[src/hdl/cnn_ctrl_pkg.sv]
package cnn_ctrl_pkg;

    typedef logic [31:0] reg_word_t;
    typedef logic [4:0]  reg_addr_t;   // Five bits so the 0x10 and 0x14 slots exist
    typedef logic [7:0]  pixel_t;
    typedef logic [11:0] result_t;     // Max response 4 * 255 = 1020

    // Register map, one word per slot
    localparam reg_addr_t ADDR_CONTROL     = 5'h00;  // Write only
    localparam reg_addr_t ADDR_PIXEL       = 5'h04;  // Write only, pixel in [7:0]
    localparam reg_addr_t ADDR_STATUS      = 5'h08;
    localparam reg_addr_t ADDR_FRAME_COUNT = 5'h0C;
    localparam reg_addr_t ADDR_ERROR       = 5'h10;
    localparam reg_addr_t ADDR_RESULT      = 5'h14;

    // Control word bits
    localparam int CTRL_CNN_START      = 0;
    localparam int CTRL_CNN_RESET      = 1;
    localparam int CTRL_PIXEL_VALID    = 2;
    localparam int CTRL_FRAME_START    = 3;
    localparam int CTRL_FRAME_COMPLETE = 4;

    // Status word bits, the rest read zero
    localparam int STAT_CNN_BUSY       = 0;
    localparam int STAT_RESULT_VALID   = 1;
    localparam int STAT_PIXEL_VALID    = 2;
    localparam int STAT_FRAME_START    = 3;
    localparam int STAT_FRAME_COMPLETE = 4;
    localparam int STAT_FRAME_LOADED   = 5;

    // Error codes
    localparam reg_word_t ERROR_NONE          = 32'h0000_0000;
    localparam reg_word_t ERROR_INVALID_START = 32'h0000_0002;

    // Fixed 3-tap kernel, W0 on the oldest pixel
    localparam result_t KERNEL_W0 = 12'd1;
    localparam result_t KERNEL_W1 = 12'd2;
    localparam result_t KERNEL_W2 = 12'd1;

endpackage

[src/hdl/sync_pipe.sv]
`timescale 1ns/1ps

module sync_pipe #(
    parameter type data_t = logic,
    parameter int  STAGES = 3        // Two or more
) (
    input  logic  clk,
    input  logic  rst_n,
    input  data_t d,
    output data_t q,
    output data_t q_prev            // Stage feeding q, one sample newer
);

    data_t stage [STAGES];

    always_ff @(posedge clk or negedge rst_n) begin
        if (!rst_n) begin
            for (int i = 0; i < STAGES; i++) begin
                stage[i] <= '0;
            end
        end else begin
            stage[0] <= d;
            for (int i = 1; i < STAGES; i++) begin
                stage[i] <= stage[i-1];
            end
        end
    end

    assign q      = stage[STAGES-1];
    assign q_prev = stage[STAGES-2];

endmodule

[src/hdl/cnn_reg_bank.sv]
`timescale 1ns/1ps

module cnn_reg_bank (
    input  logic                   clk,
    input  logic                   rst_n,
    input  logic                   wr_en,
    input  logic                   rd_en,
    input  cnn_ctrl_pkg::reg_addr_t addr,
    input  cnn_ctrl_pkg::reg_word_t wdata,
    output cnn_ctrl_pkg::reg_word_t rdata,
    output logic                   rd_valid,
    output cnn_ctrl_pkg::reg_word_t control_word,
    output cnn_ctrl_pkg::reg_word_t pixel_word,
    input  cnn_ctrl_pkg::reg_word_t status_word,
    input  cnn_ctrl_pkg::reg_word_t frame_count,
    input  cnn_ctrl_pkg::reg_word_t error_code,
    input  cnn_ctrl_pkg::result_t   result_value
);

    import cnn_ctrl_pkg::*;

    reg_word_t rd_mux;

    // Writable registers
    always_ff @(posedge clk or negedge rst_n) begin
        if (!rst_n) begin
            control_word <= '0;
            pixel_word   <= '0;
        end else if (wr_en) begin
            case (addr)
                ADDR_CONTROL: control_word <= wdata;
                ADDR_PIXEL:   pixel_word   <= {24'b0, wdata[7:0]};  // Only the pixel byte kept
                default: ;
            endcase
        end
    end

    // Read decode, write-only slots return zero
    always_comb begin
        case (addr)
            ADDR_STATUS:      rd_mux = status_word;
            ADDR_FRAME_COUNT: rd_mux = frame_count;
            ADDR_ERROR:       rd_mux = error_code;
            ADDR_RESULT:      rd_mux = {20'b0, result_value};
            default:          rd_mux = '0;
        endcase
    end

    // One-cycle read latency
    always_ff @(posedge clk or negedge rst_n) begin
        if (!rst_n) begin
            rdata    <= '0;
            rd_valid <= 1'b0;
        end else begin
            rd_valid <= rd_en;
            if (rd_en) begin
                rdata <= rd_mux;
            end
        end
    end

endmodule

[src/hdl/cnn_control_logic.sv]
`timescale 1ns/1ps

module cnn_control_logic #(
    parameter int SYNC_STAGES = 3
) (
    input  logic                    clk,
    input  logic                    rst_n,
    input  cnn_ctrl_pkg::reg_word_t control_word,
    input  cnn_ctrl_pkg::reg_word_t pixel_word,
    input  logic                    cnn_busy,
    input  logic                    result_valid,
    input  logic                    frame_loaded,
    output logic                    cnn_start,
    output logic                    cnn_reset,
    output logic                    pixel_valid,
    output logic                    frame_start,
    output logic                    frame_complete,
    output cnn_ctrl_pkg::pixel_t    pixel_data,
    output cnn_ctrl_pkg::reg_word_t status_word,
    output cnn_ctrl_pkg::reg_word_t frame_count,
    output cnn_ctrl_pkg::reg_word_t error_code
);

    import cnn_ctrl_pkg::*;

    reg_word_t ctrl_q, ctrl_prev;
    pixel_t    pix_q;
    logic      res_q, res_prev;

    logic start_edge, reset_edge, pixel_edge;
    logic fstart_edge, fcomplete_edge, result_edge;
    logic start_ok;

    // Isolation of the host words and the core's result flag
    sync_pipe #(.data_t(reg_word_t), .STAGES(SYNC_STAGES)) ctrl_pipe (
        .clk(clk), .rst_n(rst_n), .d(control_word), .q(ctrl_q), .q_prev(ctrl_prev)
    );

    sync_pipe #(.data_t(pixel_t), .STAGES(SYNC_STAGES)) pixel_pipe (
        .clk(clk), .rst_n(rst_n), .d(pixel_word[7:0]), .q(pix_q), .q_prev()
    );

    sync_pipe #(.data_t(logic), .STAGES(SYNC_STAGES)) result_pipe (
        .clk(clk), .rst_n(rst_n), .d(result_valid), .q(res_q), .q_prev(res_prev)
    );

    // 0 to 1 between the older sample q and the newer one
    always_ff @(posedge clk or negedge rst_n) begin
        if (!rst_n) begin
            start_edge     <= 1'b0;
            reset_edge     <= 1'b0;
            pixel_edge     <= 1'b0;
            fstart_edge    <= 1'b0;
            fcomplete_edge <= 1'b0;
            result_edge    <= 1'b0;
        end else begin
            start_edge     <= ctrl_prev[CTRL_CNN_START]      & ~ctrl_q[CTRL_CNN_START];
            reset_edge     <= ctrl_prev[CTRL_CNN_RESET]      & ~ctrl_q[CTRL_CNN_RESET];
            pixel_edge     <= ctrl_prev[CTRL_PIXEL_VALID]    & ~ctrl_q[CTRL_PIXEL_VALID];
            fstart_edge    <= ctrl_prev[CTRL_FRAME_START]    & ~ctrl_q[CTRL_FRAME_START];
            fcomplete_edge <= ctrl_prev[CTRL_FRAME_COMPLETE] & ~ctrl_q[CTRL_FRAME_COMPLETE];
            result_edge    <= res_prev & ~res_q;
        end
    end

    assign start_ok = ~cnn_busy & frame_loaded;  // Idle core and a complete frame

    // Command pulses, frame counter, error code
    always_ff @(posedge clk or negedge rst_n) begin
        if (!rst_n) begin
            cnn_start      <= 1'b0;
            cnn_reset      <= 1'b0;
            pixel_valid    <= 1'b0;
            frame_start    <= 1'b0;
            frame_complete <= 1'b0;
            pixel_data     <= '0;
            frame_count    <= '0;
            error_code     <= ERROR_NONE;
        end else begin
            cnn_start      <= start_edge & start_ok;
            cnn_reset      <= reset_edge;
            pixel_valid    <= pixel_edge;
            frame_start    <= fstart_edge;
            frame_complete <= fcomplete_edge;
            pixel_data     <= pix_q;
            if (result_edge) begin
                frame_count <= frame_count + 32'd1;
            end
            if (reset_edge) begin
                error_code <= ERROR_NONE;
            end else if (start_edge && !start_ok) begin
                error_code <= ERROR_INVALID_START;  // Start dropped
            end
        end
    end

    always_comb begin
        status_word                      = '0;
        status_word[STAT_CNN_BUSY]       = cnn_busy;
        status_word[STAT_RESULT_VALID]   = res_q;
        status_word[STAT_PIXEL_VALID]    = pixel_valid;
        status_word[STAT_FRAME_START]    = frame_start;
        status_word[STAT_FRAME_COMPLETE] = frame_complete;
        status_word[STAT_FRAME_LOADED]   = frame_loaded;
    end

endmodule

[src/hdl/frame_buffer.sv]
`timescale 1ns/1ps

module frame_buffer #(
    parameter int FRAME_PIXELS = 16
) (
    input  logic                            clk,
    input  logic                            rst_n,
    input  logic                            frame_start,
    input  logic                            pixel_valid,
    input  logic                            frame_complete,
    input  cnn_ctrl_pkg::pixel_t            pixel_data,
    input  logic [$clog2(FRAME_PIXELS)-1:0] rd_addr,
    output cnn_ctrl_pkg::pixel_t            rd_pixel,
    output logic                            frame_loaded
);

    import cnn_ctrl_pkg::*;

    localparam int IDX_W = $clog2(FRAME_PIXELS);
    localparam int PTR_W = $clog2(FRAME_PIXELS + 1);  // Must reach FRAME_PIXELS

    pixel_t           mem [FRAME_PIXELS];
    logic [PTR_W-1:0] wr_ptr;

    always_ff @(posedge clk or negedge rst_n) begin
        if (!rst_n) begin
            wr_ptr       <= '0;
            frame_loaded <= 1'b0;
        end else if (frame_start) begin
            wr_ptr       <= '0;
            frame_loaded <= 1'b0;
        end else begin
            if (pixel_valid && wr_ptr < PTR_W'(FRAME_PIXELS)) begin
                wr_ptr <= wr_ptr + 1'b1;   // Stops at the end, extra pixels dropped
            end
            if (frame_complete) begin
                frame_loaded <= 1'b1;
            end
        end
    end

    always_ff @(posedge clk) begin
        if (!frame_start && pixel_valid && wr_ptr < PTR_W'(FRAME_PIXELS)) begin
            mem[wr_ptr[IDX_W-1:0]] <= pixel_data;
        end
        rd_pixel <= mem[rd_addr];
    end

endmodule

[src/hdl/cnn_core.sv]
`timescale 1ns/1ps

module cnn_core #(
    parameter int FRAME_PIXELS = 16
) (
    input  logic                            clk,
    input  logic                            rst_n,
    input  logic                            cnn_start,
    input  logic                            cnn_reset,
    output logic [$clog2(FRAME_PIXELS)-1:0] rd_addr,
    input  cnn_ctrl_pkg::pixel_t            rd_pixel,
    output logic                            cnn_busy,
    output logic                            result_valid,
    output cnn_ctrl_pkg::result_t           result_value
);

    import cnn_ctrl_pkg::*;

    localparam int IDX_W = $clog2(FRAME_PIXELS);
    localparam int CNT_W = $clog2(FRAME_PIXELS + 2);

    logic [CNT_W-1:0] cnt;       // Edges since start
    pixel_t           tap_a;     // p[i]
    pixel_t           tap_b;     // p[i+1], rd_pixel is p[i+2]
    result_t          conv;
    result_t          max_q;
    logic             win_full;

    assign conv = KERNEL_W0 * result_t'(tap_a)
                + KERNEL_W1 * result_t'(tap_b)
                + KERNEL_W2 * result_t'(rd_pixel);

    // Pixel k lands in rd_pixel on edge k+1, so the first full window is at cnt 3
    assign win_full = (cnt >= CNT_W'(3)) && (cnt <= CNT_W'(FRAME_PIXELS));

    always_ff @(posedge clk or negedge rst_n) begin
        if (!rst_n) begin
            cnt          <= '0;
            rd_addr      <= '0;
            cnn_busy     <= 1'b0;
            result_valid <= 1'b0;
            result_value <= '0;
            max_q        <= '0;
        end else begin
            result_valid <= 1'b0;
            if (cnn_reset) begin
                cnn_busy <= 1'b0;   // Abort, no result
                cnt      <= '0;
            end else if (cnn_start) begin
                cnn_busy <= 1'b1;
                cnt      <= '0;
                rd_addr  <= '0;
                max_q    <= '0;
            end else if (cnn_busy) begin
                cnt <= cnt + 1'b1;
                if (rd_addr != IDX_W'(FRAME_PIXELS - 1)) begin
                    rd_addr <= rd_addr + 1'b1;
                end
                if (win_full && conv > max_q) begin
                    max_q <= conv;
                end
                if (cnt == CNT_W'(FRAME_PIXELS + 1)) begin
                    cnn_busy     <= 1'b0;
                    result_valid <= 1'b1;
                    result_value <= max_q;
                end
            end
        end
    end

    // Window shift register
    always_ff @(posedge clk) begin
        if (cnn_busy) begin
            tap_a <= tap_b;
            tap_b <= rd_pixel;
        end
    end

endmodule

[src/hdl/cnn_subsystem_top.sv]
`timescale 1ns/1ps

module cnn_subsystem_top #(
    parameter int FRAME_PIXELS = 16,
    parameter int SYNC_STAGES  = 3
) (
    input  logic                    clk,
    input  logic                    rst_n,
    input  logic                    wr_en,
    input  logic                    rd_en,
    input  cnn_ctrl_pkg::reg_addr_t addr,
    input  cnn_ctrl_pkg::reg_word_t wdata,
    output cnn_ctrl_pkg::reg_word_t rdata,
    output logic                    rd_valid,
    output logic                    cnn_done
);

    import cnn_ctrl_pkg::*;

    localparam int IDX_W = $clog2(FRAME_PIXELS);

    reg_word_t control_word, pixel_word;
    reg_word_t status_word, frame_count, error_code;
    result_t   result_value;
    pixel_t    pixel_data, rd_pixel;
    logic      cnn_start, cnn_reset, cnn_busy, result_valid;
    logic      pixel_valid, frame_start, frame_complete, frame_loaded;
    logic [IDX_W-1:0] rd_addr;

    cnn_reg_bank u_reg_bank (
        .clk(clk), .rst_n(rst_n), .wr_en(wr_en), .rd_en(rd_en), .addr(addr),
        .wdata(wdata), .rdata(rdata), .rd_valid(rd_valid),
        .control_word(control_word), .pixel_word(pixel_word),
        .status_word(status_word), .frame_count(frame_count),
        .error_code(error_code), .result_value(result_value)
    );

    cnn_control_logic #(.SYNC_STAGES(SYNC_STAGES)) u_control (
        .clk(clk), .rst_n(rst_n), .control_word(control_word), .pixel_word(pixel_word),
        .cnn_busy(cnn_busy), .result_valid(result_valid), .frame_loaded(frame_loaded),
        .cnn_start(cnn_start), .cnn_reset(cnn_reset), .pixel_valid(pixel_valid),
        .frame_start(frame_start), .frame_complete(frame_complete),
        .pixel_data(pixel_data), .status_word(status_word),
        .frame_count(frame_count), .error_code(error_code)
    );

    frame_buffer #(.FRAME_PIXELS(FRAME_PIXELS)) u_frame_buffer (
        .clk(clk), .rst_n(rst_n), .frame_start(frame_start), .pixel_valid(pixel_valid),
        .frame_complete(frame_complete), .pixel_data(pixel_data), .rd_addr(rd_addr),
        .rd_pixel(rd_pixel), .frame_loaded(frame_loaded)
    );

    cnn_core #(.FRAME_PIXELS(FRAME_PIXELS)) u_core (
        .clk(clk), .rst_n(rst_n), .cnn_start(cnn_start), .cnn_reset(cnn_reset),
        .rd_addr(rd_addr), .rd_pixel(rd_pixel), .cnn_busy(cnn_busy),
        .result_valid(result_valid), .result_value(result_value)
    );

    assign cnn_done = result_valid;  // Host completion pulse

endmodule

[config.mk]
export PLATFORM = sky130hd
export DESIGN_NAME = cnn_subsystem_top
export DESIGN_NICKNAME = d
export VERILOG_FILES = /design/src/hdl/cnn_ctrl_pkg.sv /design/src/hdl/sync_pipe.sv /design/src/hdl/cnn_reg_bank.sv /design/src/hdl/cnn_control_logic.sv /design/src/hdl/frame_buffer.sv /design/src/hdl/cnn_core.sv /design/src/hdl/cnn_subsystem_top.sv
export SDC_FILE = /design/constraint.sdc
export NUM_CORES = 1
export LEC_CHECK = 0
export ABC_AREA = 1
export BUFFER_PORTS_ARGS = -buffer_cell sky130_fd_sc_hd__buf_2
export CORE_AREA = 2 2 179 181
export CTS_CLUSTER_DIAMETER = 200
export DETAILED_ROUTE_END_ITERATION = 12
export DIE_AREA = 0 0 181 183
export PLACE_DENSITY_LB_ADDON = 0.08
export SLEW_MARGIN = 20
export SYNTH_ARGS = -nofsm -noshare
export SYNTH_HDL_FRONTEND = slang
export SYNTH_SLANG_ARGS = --single-unit
[constraint.sdc]
create_clock -name clk -period 10.3 [get_ports clk]
set_clock_uncertainty 0.15 [all_clocks]
set_input_delay 1.03 -clock clk [delete_from_list [all_inputs] [get_ports clk]]
set_output_delay 1.03 -clock clk [all_outputs]
set_load 0.01 [all_outputs]
==> results of run 1 <==
## cell type report
type | count | area, um^2 | area share (%)
sequential | 331 | 8965 | 57.01
multi-input combinational | 812 | 4210 | 26.77
clock buffer | 50 | 1003 | 6.381
inverter | 145 | 544.3 | 3.461
tap | 402 | 503.0 | 3.199
timing repair buffer | 61 | 341.6 | 2.172
clock inverter | 16 | 157.7 | 1.003
## worst max-delay path by stage
| stage | endpoint | depth (start not counted) |
|---|---|---|
| finish | u_core.max_q[9] | 23 |
| global route | u_core.max_q[9] | 26 |
| CTS | u_core.max_q[9] | 23 |
| detailed placement | u_core.max_q[9] | 23 |
| global placement | u_core.max_q[9] | 23 |
| floorplan | u_core.max_q[9] | 24 |
## layer usage
| layer | up-vias | routed length [um] | global-route usage (%) |
|---|---|---|---|
| met5 | - | 0 | 0 |
| met4 | 0 | 520 | 4.780 |
| met3 | 37 | 1324 | 3.078 |
| met2 | 173 | 13300 | 29.09 |
| met1 | 4353 | 14850 | 27.64 |
| li1 | 4546 | - | - |
## stage by stage
step	power, W	setup WS, ps	utilization, %	std cells	instance area [um^2]
2_1_floorplan	0.002733	6609	-	1327	13840
3_3_place_gp	0.003115	5781	46.61	1751	14560
3_5_place_dp	0.003128	5762	46.61	1751	14560
4_1_cts	0.004410	5739	50.32	1817	15720
5_1_grt	0.004708	5191	50.35	1817	15730
6_report	0.004361	5754	50.35	1817	15730
## power by group through the flow
stage                     clock [W]  sequential (W)  combinational (W)
after global routing        0.00135         0.00171            0.00164
after global placement            0         0.00171            0.00140
after CTS                   0.00130         0.00169            0.00142
after detailed placement          0         0.00172            0.00141
final                       0.00126         0.00169            0.00141
after floorplan                   0         0.00165            0.00108
## sequential cells by signal, indices dropped and copies added (netlist names), 8 cells and up
name and cells:
u_control.pixel_data 8, u_control.pixel_pipe.q 8, u_reg_bank.pixel_word 8, u_core.tap_b 8, u_frame_buffer.mem 128, u_control.pixel_pipe.q_prev 8
u_core.max_q 11, u_core.tap_a 8, u_control.pixel_pipe.stage 8, u_core.result_value 11, u_control.frame_count 32, u_reg_bank.rdata 32
u_frame_buffer.rd_pixel 8
## kinds of logic (layout without fill, tap and decap cells)
group / after synthesis / after routing / share of synthesized area [%]
buffers and inverters: 184 / 272 / 5.037
AO/OA/AOI/OAI: 188 / 188 / 7.785
XOR/XNOR: 34 / 34 / 2.152
flip-flops: 331 / 331 / 64.78
multiplexers: 3 / 3 / 0.2441
adder cells (fa/ha/maj): 37 / 37 / 3.454
AND/OR/NAND/NOR: 550 / 550 / 16.55
## cells in the final DEF, fill, tap and decap left out, types with 3 or more instances in the layout
master and instances:
o31ai_1 21, clkinv_1 7, nand2_1 297, a21oi_1 30, nand4_1 15, o221ai_1 5
xor2_1 26, nand3_1 47, dfrtp_1 178, edfxtp_1 144, o2111ai_1 4, inv_1 140
inv_2 3, o21ai_0 97, buf_4 11, mux2_2 3, clkbuf_16 36, nor3_1 25
nor2_2 4, o211ai_1 5, nor2_1 139, ha_1 35, o22ai_1 18, nand2_2 5
clkbuf_1 9, xnor2_1 8, clkbuf_8 6, nor3_2 5, buf_2 49, dfxtp_1 8
clkinv_2 4
==> results.cfg, run 1 <==
[synthesis]
async_reset_ff_share_pct = 54.08
syn_area_per_cell_um2 = 10.43
synth_top_area_share_pct = 32.37
synth_nets = 1405
synth-main-ff-cell = dfrtp_1
synth_area_um2 = 13840
ys_ff_latch = 331
ys_types = 42
yosysSeqAreaShare_pct = 64.78
synth_cells = 1327
synth_most_common_cell = nand2_1
yosysWarnings = 0
synth_edf_count = 144
ys_top_cells_by_count = 298 x nand2_1, 179 x dfrtp_1, 144 x edfxtp_1
synth_top_cell_by_area = dfrtp_1
synth.area.top_cells = dfrtp_1 32%, edfxtp_1 31%, nand2_1 8.1%

[die]
die_w_um = 181
initial_core_util_pct = 44.31
die_area_um2 = 33120
floorplan.rows = 65
design.core.area_um2 = 31230
die_h_um = 183
io_pins = 75

[grt]
grt_first_pass_wirelength_mm = 48.81
grt_use_total_pct = 18.74
grt_pass1_vias = 8863
grt_overflow = 0
grt_max_degree = 104
antenna_found_initial = 0

[layout]
fin_nets = 1465
fill_cells = 3002
diodes = 0
drive_gt1_share_pct = 9.965
syn_to_final_growth_pct = 13.65

[critical_path]
end_kind = flip-flop
cp_top_family = simple AND/OR/NAND/NOR gates
crit_top_cell = nand2_1
path_buf_inv = 4
start_kind = flip-flop
crit_required_ps = 10600
rrSetupSlack_ps = 5750
rr_endpoint = u_core.max_q[9]
max_stage_delay_ps = 590
cp.arrival_ps = 4850
crit_start = u_core.tap_b[0]
critPathSlowestCell = nor2_1
critPathMaxFanout = 11
crit_type = flip-flop to flip-flop
reg2reg_from = u_core.tap_b[0]
reg2reg_depth = 23
crit_path_cell_trace = ha_1, inv_1, fa_1, o21ai_1, xnor2_1, inv_1, ha_1, nand2_1, inv_1, a21oi_1, nand2_1, or2_2, nand2_1, inv_1, ha_1, nand2_1, nor3_1, nand2_1, nand3_1, nand2_1, nor2_1, nand3_1, nand2_1

[power_and_ir_drop]
p_leak_nw = 6.834
internal_power_w = 0.002795
swShare_pct = 35.91
p_sw_w = 0.001566
power_frac_clock_pct = 28.9
ir_drop_v = 0.0001479
pwr-share-seq_pct = 38.7
power_density_nw_per_um2 = 277.3
combPwrFrac_pct = 32.3

[clock_tree]
cts_max_level = 2
clk_path_buf_depth = 3
cts_root_buf = clkbuf_16
cts_tree = done
clk_latency_ps = 530
holdBufCountCts = 0
cts_buffers = 36
cts_resized = 0
cts.repair_timing.setup_buffer_count = 0
clk_pin_slew_ps = 60
clkSinkCount = 331

[sta]
hold_slack_ps = 193.8
final_max_slew_viol_count = 0
grt_setup_unrepaired = no
fmax_mhz = 220.0
maxSlewHeadroom_pct = 29.00
period_share_pct = 44.14
setup_tns_ps = 0
fin_crit_ps = 4546
hold_violations = 0
finalSetupViolCount = 0
tightest_slew_ps = 1061

[flow_run]
maxCapViolCount = 0

[placed_design]
gp_congestion = 0.8018
io_buffers = 50
post-dp-hpwl_mm = 19.64

[detailed_routing]
drtIter0Drc = 605
first_pass_iters = 5
vias = 9109
ant_nets = 0
viasPerCell = 5.013
routed_wl_mm = 30.00
drc = 0
post_drt_wl_per_cell_um = 16.51

[min_path]
hold_depth = 0
hold_end = u_control.pixel_pipe.q_prev[0]
min_from = u_control.pixel_pipe.stage[16]
hold_path.class = flip-flop to flip-flop

[run_status]
status = finished clean
Power figures use the tool's default switching activity.
==> run 2: changes to the inputs <==
Settings changed: ABC_AREA 1 to 0, CORE_AREA 2 2 179 181 to 2 2 175 177, DIE_AREA 0 0 181 183 to 0 0 177 179.
Clock period 10.3 ns to 3.9 ns, I/O delays scaled along.
==> results.cfg, run 2 <==
[run_status]
status = complete, but fails checks
violations = negative setup slack

[grt]
grt_max_degree = 103
grt_overflow = 0
grt_use_total_pct = 17.63
antenna_found_initial = 0
grt_pass1_vias = 7727
grt_first_pass_wirelength_mm = 43.07

[power_and_ir_drop]
internal_power_w = 0.008499
power_density_nw_per_um2 = 794.9
p_leak_nw = 6.539
ir_drop_v = 0.0004807
swShare_pct = 32.67
p_sw_w = 0.004124
pwr-share-seq_pct = 35.5
power_frac_clock_pct = 27.8
combPwrFrac_pct = 36.6

[clock_tree]
cts_root_buf = clkbuf_16
clk_latency_ps = 520
cts_max_level = 2
clkSinkCount = 331
clk_pin_slew_ps = 60
clk_path_buf_depth = 3
cts_buffers = 37
cts_tree = done

[sta]
finalSetupViolCount = 11
period_share_pct = 111.0
tightest_slew_ps = 879.8
hold_violations = 0
grt_setup_unrepaired = yes
hold_slack_ps = 125.1
final_max_slew_viol_count = 0
setup_tns_ps = -4524
fin_crit_ps = 4328
setup_slack_ps = -428.2
fmax_mhz = 231.0
maxSlewHeadroom_pct = 41.13

[synthesis]
synth.area.top_cells = dfrtp_1 34%, edfxtp_1 33%, ha_1 3.3%
synth_nets = 1041
synth_edf_count = 144
synth_cells = 963
async_reset_ff_share_pct = 54.08
ys_types = 59
ys_ff_latch = 331
syn_area_per_cell_um2 = 13.76
synth_area_um2 = 13250
synth_top_cell_by_area = dfrtp_1
ys_top_cells_by_count = 179 x dfrtp_1, 144 x edfxtp_1, 64 x inv_1
synth-main-ff-cell = dfrtp_1
synth_most_common_cell = dfrtp_1
synth_top_area_share_pct = 33.80
yosysWarnings = 0
yosysSeqAreaShare_pct = 67.63

[layout]
largest_register_ffs = 128
final_common_cell = dfrtp_1
fin_nets = 1163
layoutNonFillerInstCount = 1509
syn_to_final_growth_pct = 19.81
diodes = 0
mostFrequentLayoutCells = 178 x dfrtp_1, 144 x edfxtp_1, 62 x inv_1
drive_gt1_share_pct = 21.56

[critical_path]
critPathMaxFanout = 7
crit_path_cell_trace = ha_2, buf_4, o21ai_2, o21bai_1, a21oi_1, xnor2_1, ha_1, a21oi_2, o211ai_1, a31oi_4, buf_4, a31oi_1, ha_1, nand3_4, o211ai_1, a211oi_2, o41a_1, buf_6, a22o_1
crit_type = flip-flop to flip-flop
start_kind = flip-flop
critPathSlowestCell = o41a_1
end_kind = flip-flop
max_stage_delay_ps = 430
crit_required_ps = 4150
cp.arrival_ps = 4580

[detailed_routing]
drtIter0Drc = 405
viasPerCell = 5.116
ant_nets = 0
drc = 0
first_pass_iters = 5
vias = 7720
routed_wl_mm = 26.96
post_drt_wl_per_cell_um = 17.87

[placed_design]
io_buffers = 50
gp_congestion = 0.7759
post-dp-hpwl_mm = 17.34
dp_cells = 1419

[die]
design.core.area_um2 = 30030
die_h_um = 179
die_area_um2 = 31680
floorplan.rows = 64
die_w_um = 177
io_pins = 75
initial_core_util_pct = 44.14

[flow_run]
maxCapViolCount = 0

[min_path]
hold_path.class = input port to async pin
[run 2: cell count changes in the layout (fill, tap and decap cells not counted), sizes merged, moves of 28 or more]
cell,delta
nand2,-240
nor2,-86
o21ai,-44
inv,-81
buf,+49
xnor2,+28
[run 2: power groups by stage]
stage / Sequential (W) / Combinational, W / Clock, W
6_report: 0.00448 / 0.00463 / 0.00351
5_1_grt: 0.00454 / 0.00513 / 0.00377
4_1_cts: 0.00448 / 0.00431 / 0.00362
3_5_place_dp: 0.00455 / 0.00408 / 0
3_3_place_gp: 0.00454 / 0.00403 / 0
2_1_floorplan: 0.00436 / 0.00268 / 0
[run 2: final cells by class]
class	count	area [um^2]
clock inverter	18	209.0
sequential	331	8965
clock buffer	49	1042
inverter	64	240.2
tap	396	495.5
multi-input combinational	532	4081
fill	2563	14150
timing repair buffer	119	847.1
[run 2: worst max-delay path, delay by kind of cell, from the launching register on]
| family | cells | cell delay [ps] |
|---|---|---|
| AND/OR/NAND/NOR | 1 | 100 |
| buffers and inverters | 3 | 450 |
| flip-flops | 1 | 410 |
| AO/OA/AOI/OAI | 11 | 2050 |
| XOR/XNOR | 1 | 150 |
| adder cells (fa/ha/maj) | 3 | 880 |
[run 2: worst paths after layout]
| kind | start | to | slack, ps | depth (start not counted) |
|---|---|---|---|---|
| worst max-delay path | u_core.tap_b[2] | u_core.max_q[8] | -430 | 19 |
| worst min-delay path | rst_n | u_core.max_q[9] | 130 | 2 |
| worst max register to register | u_core.tap_b[2] | u_core.max_q[8] | -430 | 19 |
| worst min register to register | u_control.pixel_pipe.stage[19] | u_control.pixel_pipe.q_prev[3] | 200 | 0 |
| max in group asynchronous | rst_n | u_reg_bank.rdata[1] | 2390 | 3 |
| min in group clk | u_control.pixel_pipe.stage[19] | u_control.pixel_pipe.q_prev[3] | 200 | 0 |
[run 2: timing repair]
item                                    CTS  global route
hold buffers                              9             0
setup buffers                             6             7
endpoints found under the hold margin   127             0
cloned                                    0             0
pin swaps                                15            16
endpoints found under the setup margin   11            11
gates resized for setup                  10            19
[run 2: logic make-up after synthesis]
logic type,after synthesis,share of synthesized area (%)
fa+ha+maj,37,3.606
xor+xnor,50,3.304
simple gates,211,7.788
buf+inv,100,2.917
mux,64,6.552
flops,331,67.63
compound gates,170,8.203
[run 2: per-stage QoR]
step	power, W	area (um^2)	util, %	setup slack [ps]
finish	0.01262	15880	52.88	-428.2
floorplan	0.007043	13290	-	-164.4
global route	0.01344	15880	52.88	-606.2
detailed placement	0.008633	14270	47.51	-654.7
CTS	0.01242	15710	52.30	-376.1
global placement	0.008569	14260	47.50	-891.4
[run 2: routing by layer]
layer	vias up	GRT usage (%)	wire, um
met4	0	5.269	601
met5	-	0	0
li1	3708	-	-
met2	113	28.13	12730
met1	3851	25.11	12820
met3	48	2.651	814
==> run 3: changes to the inputs <==
Settings changed: REMOVE_ABC_BUFFERS set to 1.
==> results.cfg, run 3 (same netlist as run 2, synthesis figures left out) <==
[sta]
final_max_slew_viol_count = 0
period_share_pct = 109.1
maxSlewHeadroom_pct = 32.86
grt_setup_unrepaired = yes
hold_violations = 0
setup_tns_ps = -3550
fmax_mhz = 235.0
finalSetupViolCount = 11
setup_slack_ps = -355.0
fin_crit_ps = 4255
tightest_slew_ps = 999.5

[placed_design]
placed_cell_area_um2 = 14230
gp_congestion = 0.7839
dp_cells = 1420
io_buffers = 50
post-dp-hpwl_mm = 17.53

[layout]
diodes = 0
seq_area_um2 = 8965
largest_register_ffs = 128
multi_input_area_um2 = 4135
syn_to_final_growth_pct = 19.77
fin_nets = 1160
final_common_cell = dfrtp_1
drive_gt1_share_pct = 22.05
layoutNonFillerInstCount = 1507
fill_cells = 2544
design_area_um2 = 15870
mostFrequentLayoutCells = 178 x dfrtp_1, 144 x edfxtp_1, 63 x inv_1

[die]
initial_core_util_pct = 44.14
die_w_um = 177
die_h_um = 179
die_area_um2 = 31680
floorplan.rows = 64
io_pins = 75
design.core.area_um2 = 30030

[critical_path]
start_kind = flip-flop
critPathSlowestCell = o41a_1
critPathMaxFanout = 6
max_stage_delay_ps = 410
crit_required_ps = 4160
crit_type = flip-flop to flip-flop
end_kind = flip-flop
cp.arrival_ps = 4520
crit_path_cell_trace = ha_2, inv_2, fa_2, nand2b_4, a21oi_4, a21o_1, a21oi_2, xnor2_1, ha_1, buf_6, a21oi_4, nand2_2, xnor2_2, ha_1, nand3_4, o211ai_1, a211oi_4, o41a_1, buf_6, a22o_1

[flow_run]
maxCapViolCount = 0

[clock_tree]
clk_latency_ps = 530
clkSinkCount = 331
clk_pin_slew_ps = 60
cts_max_level = 2
cts_root_buf = clkbuf_16
cts_tree = done
clk_path_buf_depth = 3
cts_buffers = 37

[run_status]
violations = negative setup slack
status = complete, but fails checks

[detailed_routing]
viasPerCell = 5.125
routed_wl_mm = 27.14
drtIter0Drc = 531
first_pass_iters = 4
vias = 7724
drc = 0
ant_nets = 0
post_drt_wl_per_cell_um = 18.01

[grt]
grt_overflow = 0
grt_max_degree = 91
grt_first_pass_wirelength_mm = 43.04
antenna_found_initial = 0
grt_use_total_pct = 17.64
grt_pass1_vias = 7701

[power_and_ir_drop]
power_density_nw_per_um2 = 808.6
p_leak_nw = 6.513
ir_drop_v = 0.0005143
fin_total_pwr_w = 0.01284

[min_path]
hold_path.class = input port to flip-flop
-- run 3: layout make-up --
| class | count | area share [%] |
|---|---|---|
| clock buffer | 47 | 6.258 |
| multi-input combinational | 533 | 26.05 |
| tap | 396 | 3.121 |
| inverter | 64 | 1.513 |
| clock inverter | 21 | 1.529 |
| sequential | 331 | 56.48 |
| timing repair buffer | 115 | 5.052 |
-- run 3: routing by layer --
metal  GRT usage, %  up-vias  wire length (um)
li1               -     3724                 -
met1          25.30     3837             12670
met2          27.84      121             12700
met3          3.032       42              1208
met4          4.821        0               559
met5              0        -                 0
-- run 3: path summary, 6_finish.rpt --
kind	startpoint	endpoint	slack, ps	cells after the start
worst max-delay path	u_core.tap_b[0]	u_core.max_q[6]	-350	20
worst min-delay path	addr[2]	u_reg_bank.rdata[2]	180	3
max in group asynchronous	rst_n	u_control.frame_count[2]	2340	3
worst max register to register	u_core.tap_b[0]	u_core.max_q[6]	-350	20
worst min register to register	u_control.pixel_pipe.q[5]	u_control.pixel_data[5]	200	0
min in group asynchronous	rst_n	u_core.max_q[9]	330	2
-- run 3: metrics by stage --
step,hold slack [ps],util [%],setup WS (ps)
after floorplan,-55.59,-,-529.5
after global placement,181.0,47.38,-964.7
after detailed placement,184.7,47.40,-730.8
after CTS,170.5,52.35,-327.7
after global routing,204.0,52.86,-590.9
final,180.9,52.86,-355.0
-- run 3: timing repair --
item	CTS	global route
hold buffers	9	0
pin swaps	27	18
setup buffers	3	6
gates resized for setup	23	18
cloned	1	0
setup endpoints to repair	11	11
endpoints found under the hold margin	101	0
-- run 3: where the power goes --
part           switching (W)  internal (W)
clock network        0.00140       0.00210
logic                0.00251       0.00231
registers           0.000408       0.00411
-- run 3: worst max-delay path, delay by kind of cell (launching register included) --
kind | cells | cell delay [ps]
adder cells (fa/ha/maj) | 4 | 1200
AND/OR/NAND/NOR | 3 | 340
flip-flops | 1 | 350
AO/OA/AOI/OAI | 8 | 1500
buffers and inverters | 3 | 330
XOR/XNOR | 2 | 280
